## src/design/mips_macros.svh

```systemverilog
`ifndef MIPS_MACROS_SVH
`define MIPS_MACROS_SVH

`define MIPS_XLEN        32
`define MIPS_REG_BITS    5
`define MIPS_IMEM_WORDS  64
`define MIPS_DMEM_WORDS  64

`define MIPS_OP_RTYPE    6'h00
`define MIPS_OP_ADDIU    6'h09
`define MIPS_OP_LW       6'h23
`define MIPS_OP_SW       6'h2b
`define MIPS_OP_BEQ      6'h04
`define MIPS_OP_J        6'h02
`define MIPS_OP_HALT     6'h3f  // all ones

`define MIPS_FN_ADDU     6'h21
`define MIPS_FN_SUBU     6'h23
`define MIPS_FN_AND      6'h24
`define MIPS_FN_OR       6'h25
`define MIPS_FN_SLT      6'h2a

`endif

```

## src/design/mips_pkg.sv

```systemverilog
`default_nettype none
`include "mips_macros.svh"

package mips_pkg;

  typedef enum logic [2:0] {
    ALU_ADD,
    ALU_SUB,
    ALU_AND,
    ALU_OR,
    ALU_SLT
  } alu_op_e;

  typedef struct packed {
    logic    reg_write;
    logic    mem_read;
    logic    mem_write;
    logic    alu_src;    // immediate operand, dest is rt
    alu_op_e alu_op;
    logic    halt;
  } ctrl_t;

  typedef enum logic [2:0] {
    ST_IDLE,
    ST_RUN,
    ST_PAUSE,
    ST_DRAIN,
    ST_DONE
  } run_state_e;

  typedef struct packed {
    logic                  valid;
    logic [`MIPS_XLEN-1:0] instr;
    logic [`MIPS_XLEN-1:0] pc4;
  } if_id_t;

  typedef struct packed {
    logic                      valid;
    ctrl_t                     ctrl;
    logic [`MIPS_XLEN-1:0]     ra;
    logic [`MIPS_XLEN-1:0]     rb;
    logic [`MIPS_REG_BITS-1:0] rs;
    logic [`MIPS_REG_BITS-1:0] rt;
    logic [`MIPS_REG_BITS-1:0] rd;
    logic [`MIPS_XLEN-1:0]     imm;  // sign extended
  } id_ex_t;

  typedef struct packed {
    logic                      valid;
    ctrl_t                     ctrl;
    logic [`MIPS_XLEN-1:0]     alu;
    logic [`MIPS_XLEN-1:0]     store;
    logic [`MIPS_REG_BITS-1:0] dest;
  } ex_mem_t;

  typedef struct packed {
    logic                      valid;
    logic                      reg_write;
    logic                      halt;
    logic [`MIPS_XLEN-1:0]     value;
    logic [`MIPS_REG_BITS-1:0] dest;
  } mem_wb_t;

endpackage

`default_nettype wire

```

## src/design/run_control.sv

```systemverilog
`timescale 1ns/1ps
`default_nettype none

module run_control (
  input  logic i_clk,
  input  logic i_reset,
  input  logic i_start,
  input  logic i_stop,
  input  logic i_halt_decoded,
  input  logic i_halt_done,
  output logic o_pipe_en,
  output logic o_clear,
  output logic o_running,
  output logic o_end,
  output logic o_load_ok
);

  mips_pkg::run_state_e state;
  mips_pkg::run_state_e saved;     // state to resume after a pause
  mips_pkg::run_state_e run_next;

  // halt seen in decode moves on this edge, so the run becomes a drain
  assign run_next = i_halt_decoded ? mips_pkg::ST_DRAIN : mips_pkg::ST_RUN;

  always_ff @(posedge i_clk) begin
    if (i_reset) begin
      state <= mips_pkg::ST_IDLE;
      saved <= mips_pkg::ST_RUN;
    end else begin
      case (state)
        mips_pkg::ST_IDLE, mips_pkg::ST_DONE: begin
          if (i_start) state <= mips_pkg::ST_RUN;
        end
        mips_pkg::ST_RUN: begin
          if (i_stop) begin
            state <= mips_pkg::ST_PAUSE;
            saved <= run_next;
          end else begin
            state <= run_next;
          end
        end
        mips_pkg::ST_DRAIN: begin
          if (i_halt_done) begin
            state <= mips_pkg::ST_DONE;   // done wins over a stop
          end else if (i_stop) begin
            state <= mips_pkg::ST_PAUSE;
            saved <= mips_pkg::ST_DRAIN;
          end
        end
        mips_pkg::ST_PAUSE: begin
          if (!i_stop) state <= saved;
        end
        default: state <= mips_pkg::ST_IDLE;
      endcase
    end
  end

  assign o_load_ok = (state == mips_pkg::ST_IDLE) || (state == mips_pkg::ST_DONE);
  assign o_pipe_en = (state == mips_pkg::ST_RUN) || (state == mips_pkg::ST_DRAIN);
  assign o_clear   = i_start && o_load_ok;
  assign o_running = !o_load_ok;
  assign o_end     = (state == mips_pkg::ST_DONE);

  // the halt marker reaches MEM/WB only after decode turned the run into a drain
  a_halt_done_after_drain: assert property (@(posedge i_clk) disable iff (i_reset)
    i_halt_done |-> (state != mips_pkg::ST_IDLE) && (state != mips_pkg::ST_RUN));

endmodule

`default_nettype wire

```

## config.mk

```make
export PLATFORM = sky130hd
export DESIGN_NAME = run_control
export DESIGN_NICKNAME = d
export VERILOG_FILES = /design/src/design/mips_pkg.sv /design/src/design/run_control.sv
export VERILOG_INCLUDE_DIRS = /design/src /design/src/design
export SDC_FILE = /design/constraint.sdc
export NUM_CORES = 1
export LEC_CHECK = 0
export BUFFER_PORTS_ARGS = -buffer_cell sky130_fd_sc_hd__buf_2
export CORE_AREA = 2 2 39 41
export DETAILED_ROUTE_END_ITERATION = 12
export DIE_AREA = 0 0 41 43
export GPL_TIMING_DRIVEN = 1
export SLEW_MARGIN = 25
export SYNTH_ARGS = -nofsm -noshare
export SYNTH_HDL_FRONTEND = slang
export SYNTH_SLANG_ARGS = --single-unit
```

## constraint.sdc

```tcl
create_clock -name i_clk -period 1.3 [get_ports i_clk]
set_input_delay 0.065 -clock i_clk [delete_from_list [all_inputs] [get_ports i_clk]]
set_output_delay 0.065 -clock i_clk [all_outputs]
set_load 0.02 [all_outputs]
```

==> impl_summary.txt, run 1 <==
----------------------------------------------------
[Timing]
  Post-route worst hold slack ... 0.0877 ns
  Final critical-path share of the clock period ... 0.885
  Setup violations, final ... 0
  Worst slew pin tran ... 0.308 ns
  Worst max-slew margin expressed relative to the limit ... 0.793
  Endpoints failing hold ... 0
  RSZ-0062 raised after global routing ... no
  Worst clock skew ... 0.00189 ns
  Highest clock rate ... 869 MHz
  Tmin final ... between 1 and 1.5 ns
  Number of max-slew violations in the final report ... 0
  Final TNS setup ... 0 ns

[Route]
  Post-route ant nets ... 0
  Total wire length after detailed routing ... 651 um
  Via count ... 297
  Number of violations reported at the end of detailed-routing iteration 0 ... 11
  Routed wirelength normalized by instance count ... 10.3 um
  Number of vias per cell ... 4.71
  Total iterations of the first detailed-routing run ... 4
  Detailed-route DRC error count ... 0

[Power]
  Power Internal ... about 290 uW
  Sw Pwr ... 129 uW
  Power consumption ... 417 uW
  Share of power burned in the clock network ... 0.361
  Leakage power of the design ... 0.169 nW
  Relative contribution of combinational cells to total power ... 0.278
  Sequential share of power ... 0.361
  Max rail drop VDD ... approximately 0.00037 V
  Pwr/cell area ... ~1100 nW/um2
  Net switching fraction of the power ... 0.310

[Outcome]
  Outcome ... completed

[Global routing]
  Largest net degree at the start of global routing ... 14
  Global-route usage over all layers ... 0.0893
  Number of antenna violations at the first check in global routing ... 0
  Final global-route overflow total ... 0
  Number of global-route vias before repair ... 253
  First-pass GRT wire length ... 1060 um

[Clock network]
  Number of H-tree levels ... 1
  Hold buffer count at cts ... 0
  Clock tree from TritonCTS ... built
  Clock Sinks ... 4
  Clock insertion delay at the later pin of the skew report ... 0.23 ns
  Post-CTS setup repair buffer count ... 0
  Buffer depth of the longest clock path ... 2
  Clk pin slew, worst setup/hold paths ... 0.04 ns
  Root cell of the clock tree ... sky130_fd_sc_hd__clkbuf_4
  Clock buffers created by TritonCTS ... 3

[Place]
  Post-Place Cells ... 60
  Last weighted congestion value of the routability-driven placer ... around 0.7
  Count of port buffers added during placement ... 10

[Final layout]
  Count of nets after finishing ... 55
  Proportion of layout cells with a drive suffix above 1 ... 0.447
  Area overhead of the layout relative to synthesis ... 30.1%
  Final cell count without fillers ... 63
  Diodes inserted ... 0
  Most used cells in the layout excluding fill and tap cells ... sky130_fd_sc_hd__buf_2, sky130_fd_sc_hd__nor2_1, sky130_fd_sc_hd__nor3b_1, sky130_fd_sc_hd__nand2_1, sky130_fd_sc_hd__clkbuf_4
  Leading cell type in the layout, fill and taps excluded ... sky130_fd_sc_hd__buf_2

[Setup path]
  Sort of element at the start of the critical path ... flip-flop
  Worst Setup End Kind ... flip-flop
  Endpoint arrival time on the critical path ... 1.25 ns
  Peak fanout along the critical path ... 13
  Data required, critical path ... 1.40 ns
  Type of the worst setup path ... flip-flop to flip-flop

[Logic synthesis]
  Post-synthesis sequential element count ... 4
  Fraction of the yosys area taken by sequential cells ... 0.268
  Yosys top cell by area ... sky130_fd_sc_hd__dfxtp_1
  Count of cell types in the netlist ... 23
  Share of the synthesized area in the top cell type ... 0.268
  Post-Synthesis Cell Area ... 299 um2
  Mean instance size in the synthesized netlist ... 8.54 um2
  Area contributors post-synth ... sky130_fd_sc_hd__dfxtp_1, sky130_fd_sc_hd__nor3b_1, sky130_fd_sc_hd__o41ai_2
  Synthesized netlist net count ... 41
  Total of warnings raised by yosys ... 0
  Number of cells produced by synthesis ... 35

[Hold path]
  HP Class ... input port to flip-flop

[Job]
  Max-cap violations ... 0

[Floorplanning]
  Vert. Die Dim ... approximately 43 um
  Die extent in x ... between 40 and 50 um
  Initial cell density of the core ... 0.216
  Die outline area ... approximately 1800 um2
  Core Rows ... 14
  I/O pin cnt ... 11
  Core area ... 1380 um2

----------------------------------------------------
path summary, 6_finish.rpt:
| check | startpoint | to | slack, ns | cells past startpoint |
|---|---|---|---|---|
| setup reg to reg | state[1]$_SDFFE_PP0P_ | state[1]$_SDFFE_PP0P_ | 0.15 | 3 |
| hold / removal | i_reset | saved[1]$_SDFFE_PP0P_ | 0.09 | 2 |
| setup / recovery | state[1]$_SDFFE_PP0P_ | state[1]$_SDFFE_PP0P_ | 0.15 | 3 |
| hold reg to reg | state[0]$_SDFFE_PP0P_ | state[0]$_SDFFE_PP0P_ | 0.54 | 1 |
kinds of logic after synthesis:
| logic type | share of synthesized area |
|---|---|
| AND/OR/NAND/NOR | 0.443 |
| flip-flops | 0.268 |
| AO/OA/AOI/OAI | 0.259 |
| buffers and inverters | 0.0293 |
metal layers:
metal | vias up | wire [um] | track usage | part of all wire
met4 | 0 | 4 | 0.0800 | 0.0061
li1 | 158 | - | - | -
met2 | 10 | 259 | 0.0906 | 0.40
met5 | - | 0 | 0 | 0
met1 | 127 | 342 | 0.144 | 0.53
met3 | 2 | 45 | 0.0157 | 0.069
worst max-delay path: stages, from the launching register on:
cell and delay [ns]:
sky130_fd_sc_hd__dfxtp_2 0.36, sky130_fd_sc_hd__or3_1 0.38, sky130_fd_sc_hd__a31oi_1 0.20, sky130_fd_sc_hd__o41ai_2 0.08
what timing repair did:
item / CTS / global route
resized for setup: 0 / 2
setup endpoints to repair: 0 / 2
hold endpoints to repair: 0 / 0
state kept, by name, summed over array words and instances, names as in the netlist:
register / flops
state: 3
saved: 1
stage by stage:
| stage | utilization | setup slack, ns | area [um2] |
|---|---|---|---|
| 3_5_place_dp | 0.263 | 0.0982 | 364 |
| 2_1_floorplan | - | 0.123 | 299 |
| 6_report | 0.281 | 0.150 | 389 |
| 3_3_place_gp | 0.263 | 0.132 | 364 |
| 4_1_cts | 0.279 | 0.0550 | 387 |
| 5_1_grt | 0.281 | 0.0555 | 389 |
cells in the mapped netlist:
library cell                number
sky130_fd_sc_hd__or3_1           1
sky130_fd_sc_hd__o21a_1          1
sky130_fd_sc_hd__or2_2           1
sky130_fd_sc_hd__a31oi_1         2
sky130_fd_sc_hd__and2b_4         1
sky130_fd_sc_hd__nor3_1          1
sky130_fd_sc_hd__a21oi_1         1
sky130_fd_sc_hd__nor2b_1         2
sky130_fd_sc_hd__inv_1           1
sky130_fd_sc_hd__nand2_1         3
sky130_fd_sc_hd__and4bb_1        1
sky130_fd_sc_hd__buf_2           1
sky130_fd_sc_hd__o41ai_2         1
sky130_fd_sc_hd__o21ai_0         1
sky130_fd_sc_hd__nor2_1          3
sky130_fd_sc_hd__a32oi_1         1
sky130_fd_sc_hd__and2_1          2
sky130_fd_sc_hd__nor3b_1         3
sky130_fd_sc_hd__a21o_1          1
sky130_fd_sc_hd__a2111oi_2       1
sky130_fd_sc_hd__and4bb_2        1
sky130_fd_sc_hd__nor3_2          1
sky130_fd_sc_hd__dfxtp_1         4
power groups by stage:
stage          clock network (mW)  logic (mW)  registers (mW)
2_1_floorplan                   0      0.0852           0.143
3_3_place_gp                    0       0.115           0.151
3_5_place_dp                    0       0.116           0.150
4_1_cts                     0.161       0.116           0.149
5_1_grt                     0.165       0.127           0.153
6_report                    0.151       0.116           0.150
final cells by class:
class / instances / area (um2)
clock buffers: 3 / 22.5
repair buffers: 10 / 50.0
multi-input cells: 29 / 210
fillers: 150 / 995
flip-flops and latches: 4 / 82.6
well taps: 16 / 20.0
inverters: 1 / 3.75
Note: power is estimated with default switching activity, not from simulation.
==> run 2: changes to the inputs <==
--- a/config.mk
+++ b/config.mk
@@ -11,6 +11,7 @@
 export DETAILED_ROUTE_END_ITERATION = 12
 export DIE_AREA = 0 0 41 43
 export GPL_TIMING_DRIVEN = 1
+export PLACE_DENSITY = 0.42
 export SLEW_MARGIN = 25
 export SYNTH_ARGS = -nofsm -noshare
 export SYNTH_HDL_FRONTEND = slang
==> run 2 against run 1 <==
Effect of this change:
- critical path depth unchanged
- flip-flop and latch count unchanged
- clock power increased by 7%
- critical path type is now flip-flop to output pin
==> impl_summary.txt, run 2 (synthesis gave the netlist of run 1 again) <==
----------------------------------------------------
[Final layout]
  Most used cells in the layout excluding fill and tap cells ... sky130_fd_sc_hd__buf_2, sky130_fd_sc_hd__nor2_1, sky130_fd_sc_hd__nor3b_1, sky130_fd_sc_hd__nand2_1, sky130_fd_sc_hd__clkbuf_4
  Proportion of layout cells with a drive suffix above 1 ... 0.447
  Max FFs per register ... 3
  Area overhead of the layout relative to synthesis ... 30.1%
  Registers with the most flip-flops ... state: 3 flops, saved: 1 flops
  Post-route cell area ... 389 um2
  Final cell count without fillers ... 63
  Leading cell type in the layout, fill and taps excluded ... sky130_fd_sc_hd__buf_2
  Count of nets after finishing ... 55
  Largest register by flop count ... state
  Diodes inserted ... 0

[Timing]
  Tmin final ... 1.16 ns
  Setup violations, final ... 0
  Worst clock skew ... about 0.0029 ns
  Number of max-slew violations in the final report ... 0
  Final critical-path share of the clock period ... 0.894
  Worst slew pin tran ... around 0.36 ns
  Worst max-slew margin expressed relative to the limit ... 0.757
  Highest clock rate ... ~860 MHz
  Post-route worst hold slack ... 0.0689 ns
  RSZ-0062 raised after global routing ... no
  Final TNS setup ... 0 ns
  Endpoints failing hold ... 0
  Setup slack after layout ... 0.138 ns

[Setup path]
  Setup crit start ... state[0]$_SDFFE_PP0P_
  Peak per-stage delay on the critical path ... 0.36 ns
  Endpoint arrival time on the critical path ... approximately 1.1 ns
  Buffers plus inverters on the worst setup path ... 1
  Worst R2R Start ... state[1]$_SDFFE_PP0P_
  Type of the worst setup path ... flip-flop to output pin
  Worst Setup End Kind ... output pin
  RR Endpoint ... state[1]$_SDFFE_PP0P_
  Cells along the critical path ... nor2_1 > and2_1 > buf_2
  Slack of the worst reg-to-reg path ... about 0.16 ns
  Sort of element at the start of the critical path ... flip-flop
  Data required, critical path ... 1.24 ns
  Cell class contributing the biggest share of worst-path delay ... flip-flops
  Peak fanout along the critical path ... 9
  Depth of the worst register-to-register path ... 3
  Cell with the largest stage delay on the worst path ... sky130_fd_sc_hd__dfxtp_2

[Floorplanning]
  Die outline area ... 1760 um2
  Vert. Die Dim ... 43 um
  Initial cell density of the core ... 0.216
  Core Rows ... 14
  Die extent in x ... 41 um
  I/O pin cnt ... 11
  Core area ... 1380 um2

[Power]
  Net switching fraction of the power ... 0.326
  Power Internal ... 288 uW
  Max rail drop VDD ... 0.000576 V
  Relative contribution of combinational cells to total power ... 0.270
  Sw Pwr ... 140 uW
  Share of power burned in the clock network ... 0.375
  Leakage power of the design ... roughly 0.17 nW
  Sequential share of power ... 0.355
  Pwr/cell area ... 1100 nW/um2

[Place]
  Final HPWL from detailed placement ... 525 um
  Placement-stage cell area ... 364 um2
  Count of port buffers added during placement ... 10
  Post-Place Cells ... 60
  Worst slack after detailed placement ... 0.113 ns
  Last weighted congestion value of the routability-driven placer ... 0.741

[Hold path]
  Terminating pin of the worst hold path ... saved[1]$_SDFFE_PP0P_
  Hold Startpoint ... i_reset
  WHS Path Cells ... 2
  HP Class ... input port to flip-flop

[Outcome]
  Outcome ... completed

[Route]
  Detailed-route DRC error count ... 0
  Total iterations of the first detailed-routing run ... 2
  Via count ... between 300 and 400
  Post-route ant nets ... 0
  Number of vias per cell ... 4.97
  Total wire length after detailed routing ... 724 um
  Number of violations reported at the end of detailed-routing iteration 0 ... 3
  Routed wirelength normalized by instance count ... about 11 um

[Clock network]
  Clock insertion delay at the later pin of the skew report ... 0.24 ns
  Clock tree from TritonCTS ... built
  Clock buffers created by TritonCTS ... 3
  Clk pin slew, worst setup/hold paths ... 0.04 ns
  Clock Sinks ... 4
  Root cell of the clock tree ... sky130_fd_sc_hd__clkbuf_4
  Buffer depth of the longest clock path ... 2
  Number of H-tree levels ... 1

[Global routing]
  Number of antenna violations at the first check in global routing ... 0
  First-pass GRT wire length ... 1140 um
  Global-route usage over all layers ... 0.0992
  Largest net degree at the start of global routing ... 14
  Final global-route overflow total ... 0
  Number of global-route vias before repair ... 272

[Job]
  Max-cap violations ... 0

----------------------------------------------------
run 2: cell counts in the layout (fill, tap and decap cells not counted):
Identical to the previous run, type by type.
run 2: worst register-to-register path, cell delays in order, from the launching register on:
cell                      delay [ns]
sky130_fd_sc_hd__dfxtp_2        0.37
sky130_fd_sc_hd__or3_1          0.38
sky130_fd_sc_hd__a31oi_1        0.20
sky130_fd_sc_hd__o41ai_2        0.07
run 2: worst max-delay path by stage:
stage                                        to  cells after the start  slack (ns)
after detailed placement  state[1]$_SDFFE_PP0P_                      3        0.11
after global routing                    o_clear                      3        0.04
after floorplan                         o_clear                      3        0.12
after global placement    state[1]$_SDFFE_PP0P_                      3        0.11
after CTS                               o_clear                      3        0.02
final                                     o_end                      3        0.14
run 2: power by group through the flow:
stage,Combinational (mW),Sequential (mW),Clock [mW]
after floorplan,0.0852,0.143,0
after global placement,0.117,0.152,0
after detailed placement,0.117,0.152,0
after CTS,0.117,0.150,0.161
after global routing,0.128,0.154,0.173
final,0.116,0.152,0.161
run 2: per-layer routing:
layer,track usage,up-vias,part of all wire
met3,0.0471,2,0.080
met4,0.0600,0,0.029
li1,-,158,-
met5,0,-,0
met1,0.125,143,0.46
met2,0.131,10,0.43
run 2: cell type report:
class                   count  area, um2
fillers                   163        995
clock buffers               3       22.5
multi-input cells          29        210
repair buffers             10       50.0
inverters                   1       3.75
well taps                  16       20.0
flip-flops and latches      4       82.6
run 2: through the flow:
step	utilization	power, mW
after floorplan	-	0.228
after global placement	0.263	0.269
after detailed placement	0.263	0.268
after CTS	0.279	0.429
after global routing	0.281	0.455
final	0.281	0.428
run 2: repair_timing:
item,in CTS,in global routing
endpoints found under the hold margin,0,0
gates resized for setup,0,2
hold buffers,0,0
setup buffers,0,0
endpoints found under the setup margin,0,2
==> run 3: changes to the inputs <==
--- a/config.mk
+++ b/config.mk
@@ -7,9 +7,9 @@
 export NUM_CORES = 1
 export LEC_CHECK = 0
 export BUFFER_PORTS_ARGS = -buffer_cell sky130_fd_sc_hd__buf_2
-export CORE_AREA = 2 2 39 41
+export CORE_AREA = 8 8 45 47
 export DETAILED_ROUTE_END_ITERATION = 12
-export DIE_AREA = 0 0 41 43
+export DIE_AREA = 0 0 53 55
 export GPL_TIMING_DRIVEN = 1
 export PLACE_DENSITY = 0.42
 export SLEW_MARGIN = 25
==> run 3 against run 2 <==
Effect of this change:
- fmax fell by 4.9%
- sequential share of layout area fell by 0.25 points
- worst hold slack improved by 0.016 ns
- highest routed layer is now met3
- largest cell class unchanged
==> impl_summary.txt, run 3 (synthesis gave the netlist of run 1 again) <==
----------------------------------------------------
[Outcome]
  Outcome ... completed

[Timing]
  Setup violations, final ... 0
  Final critical-path share of the clock period ... 0.940
  Worst slew pin tran ... 0.316 ns
  Worst max-slew margin expressed relative to the limit ... 0.788
  Number of max-slew violations in the final report ... 0
  Tmin final ... 1.22 ns
  Endpoints failing hold ... 0
  Final TNS setup ... 0 ns
  Highest clock rate ... between 800 and 900 MHz
  Worst clock skew ... 0.00605 ns
  RSZ-0062 raised after global routing ... no

[Final layout]
  Largest register by flop count ... state
  Count of nets after finishing ... 55
  Area overhead of the layout relative to synthesis ... 29.7%
  Final cell count without fillers ... 63
  Registers with the most flip-flops ... state: 3 flops, saved: 1 flops
  Max FFs per register ... 3
  Proportion of layout cells with a drive suffix above 1 ... 0.426
  Diodes inserted ... 0
  Leading cell type in the layout, fill and taps excluded ... sky130_fd_sc_hd__buf_2
  Post-route cell area ... 388 um2
  Final design utilization ... 0.280

[Floorplanning]
  Vert. Die Dim ... approximately 55 um
  Die extent in x ... 53 um
  Die outline area ... 2920 um2
  I/O pin cnt ... 11
  Core Rows ... 14
  Initial cell density of the core ... 0.216
  Core area ... 1380 um2

[Clock network]
  Number of H-tree levels ... 1
  Clock buffers created by TritonCTS ... 3
  Buffer depth of the longest clock path ... 2
  Root cell of the clock tree ... sky130_fd_sc_hd__clkbuf_4
  Clock insertion delay at the later pin of the skew report ... 0.24 ns
  Clock tree from TritonCTS ... built
  Clock Sinks ... 4
  Clk pin slew, worst setup/hold paths ... 0.04 ns

[Power]
  Leakage power of the design ... 0.169 nW
  Max rail drop VDD ... 0.000422 V
  Pwr/cell area ... 1090 nW/um2
  Power consumption ... roughly 420 uW

[Setup path]
  Cell with the largest stage delay on the worst path ... sky130_fd_sc_hd__dfxtp_1
  Peak per-stage delay on the critical path ... 0.48 ns
  Last element of the critical path ... o_end
  Setup crit start ... state[0]$_SDFFE_PP0P_
  Peak fanout along the critical path ... 9
  Critical path depth ... 3
  Slack of the worst reg-to-reg path ... about 0.15 ns
  Cells along the critical path ... nor2_1 > and2_1 > buf_2
  RR Endpoint ... state[1]$_SDFFE_PP0P_
  Worst Setup End Kind ... output pin
  Sort of element at the start of the critical path ... flip-flop
  Worst R2R Start ... state[1]$_SDFFE_PP0P_
  Type of the worst setup path ... flip-flop to output pin
  Endpoint arrival time on the critical path ... 1.16 ns
  Buffers plus inverters on the worst setup path ... 1
  Data required, critical path ... 1.24 ns
  Cell class contributing the biggest share of worst-path delay ... flip-flops
  Depth of the worst register-to-register path ... 3

[Route]
  Detailed-route DRC error count ... 0
  Total wire length after detailed routing ... 777 um
  Number of vias per cell ... ~5.0
  Total iterations of the first detailed-routing run ... 4
  Post-route ant nets ... 0
  Via count ... 312
  Routed wirelength normalized by instance count ... 12.3 um
  Number of violations reported at the end of detailed-routing iteration 0 ... 6

[Hold path]
  HP Class ... input port to flip-flop
  WHS Path Cells ... 2

[Global routing]
  Number of antenna violations at the first check in global routing ... 0
  First-pass GRT wire length ... 1250 um
  Largest net degree at the start of global routing ... 14
  Final global-route overflow total ... 0
  Global-route usage over all layers ... 0.0569
  Number of global-route vias before repair ... 279

[Place]
  Count of port buffers added during placement ... 10
  Placement-stage cell area ... about 360 um2
  Final HPWL from detailed placement ... 572 um
  Last weighted congestion value of the routability-driven placer ... 0.746
  Post-Place Cells ... 60

[Job]
  Max-cap violations ... 0

----------------------------------------------------
==> run 3: cell types whose count changed in the layout (fill, tap and decap cells not counted) <==
cell / delta
sky130_fd_sc_hd__dfxtp_1: +1
sky130_fd_sc_hd__dfxtp_2: -1
==> run 3: area by class of cell <==
cell class	count	area, um2
Sequential cell	4	81.3
Inverter	1	3.75
Timing Repair Buffer	10	50.0
Tap cell	16	20.0
Fill cell	151	996
Clock buffer	3	22.5
Multi-Input combinational cell	29	210
==> run 3: how the worst min path moves through the flow <==
| stage | start | to | slack [ns] |
|---|---|---|---|
| 2_1_floorplan | i_reset | saved[1]$_SDFFE_PP0P_ | 0.13 |
| 3_3_place_gp | i_reset | saved[1]$_SDFFE_PP0P_ | 0.33 |
| 3_5_place_dp | i_reset | saved[1]$_SDFFE_PP0P_ | 0.33 |
| 4_1_cts | i_reset | saved[1]$_SDFFE_PP0P_ | 0.08 |
| 5_1_grt | i_reset | saved[1]$_SDFFE_PP0P_ | 0.09 |
| 6_report | i_reset | saved[1]$_SDFFE_PP0P_ | 0.08 |
==> run 3: stage by stage <==
stage / hold slack, ns / setup slack [ns]
global placement: 0.326 / 0.115
CTS: 0.0792 / 0.0279
floorplan: 0.135 / 0.123
detailed placement: 0.335 / 0.102
finish: 0.0849 / 0.0786
global route: 0.0928 / 0.00591
==> run 3: timing repair <==
action,in CTS,in global routing
hold buffers,0,0
endpoints found under the setup margin,0,2
resized for setup,0,1
buffers inserted,0,0
==> run 3: layer usage <==
layer  share of wire  track usage  vias to the layer above
li1                -            -                      157
met3           0.094       0.0321                        0
met5               0            0                        -
met2            0.44       0.0742                        7
met4               0       0.0388                        0
met1            0.47       0.0685                      148
==> run 3: worst reg2reg max path, cell delays in order, from the launching register on <==
cell                      delay [ns]
sky130_fd_sc_hd__dfxtp_2        0.37
sky130_fd_sc_hd__or3_1          0.38
sky130_fd_sc_hd__a31oi_1        0.20
sky130_fd_sc_hd__o41ai_2        0.07
==> run 3: power breakdown <==
group / total [mW] / internal, mW / switching (mW) / leakage, nW
clock network: 0.154 / 0.103 / 0.0512 / 0.0138
logic: 0.117 / 0.0506 / 0.0660 / 0.122
registers: 0.151 / 0.133 / 0.0176 / 0.0332
total: 0.422 / 0.287 / 0.135 / 0.169
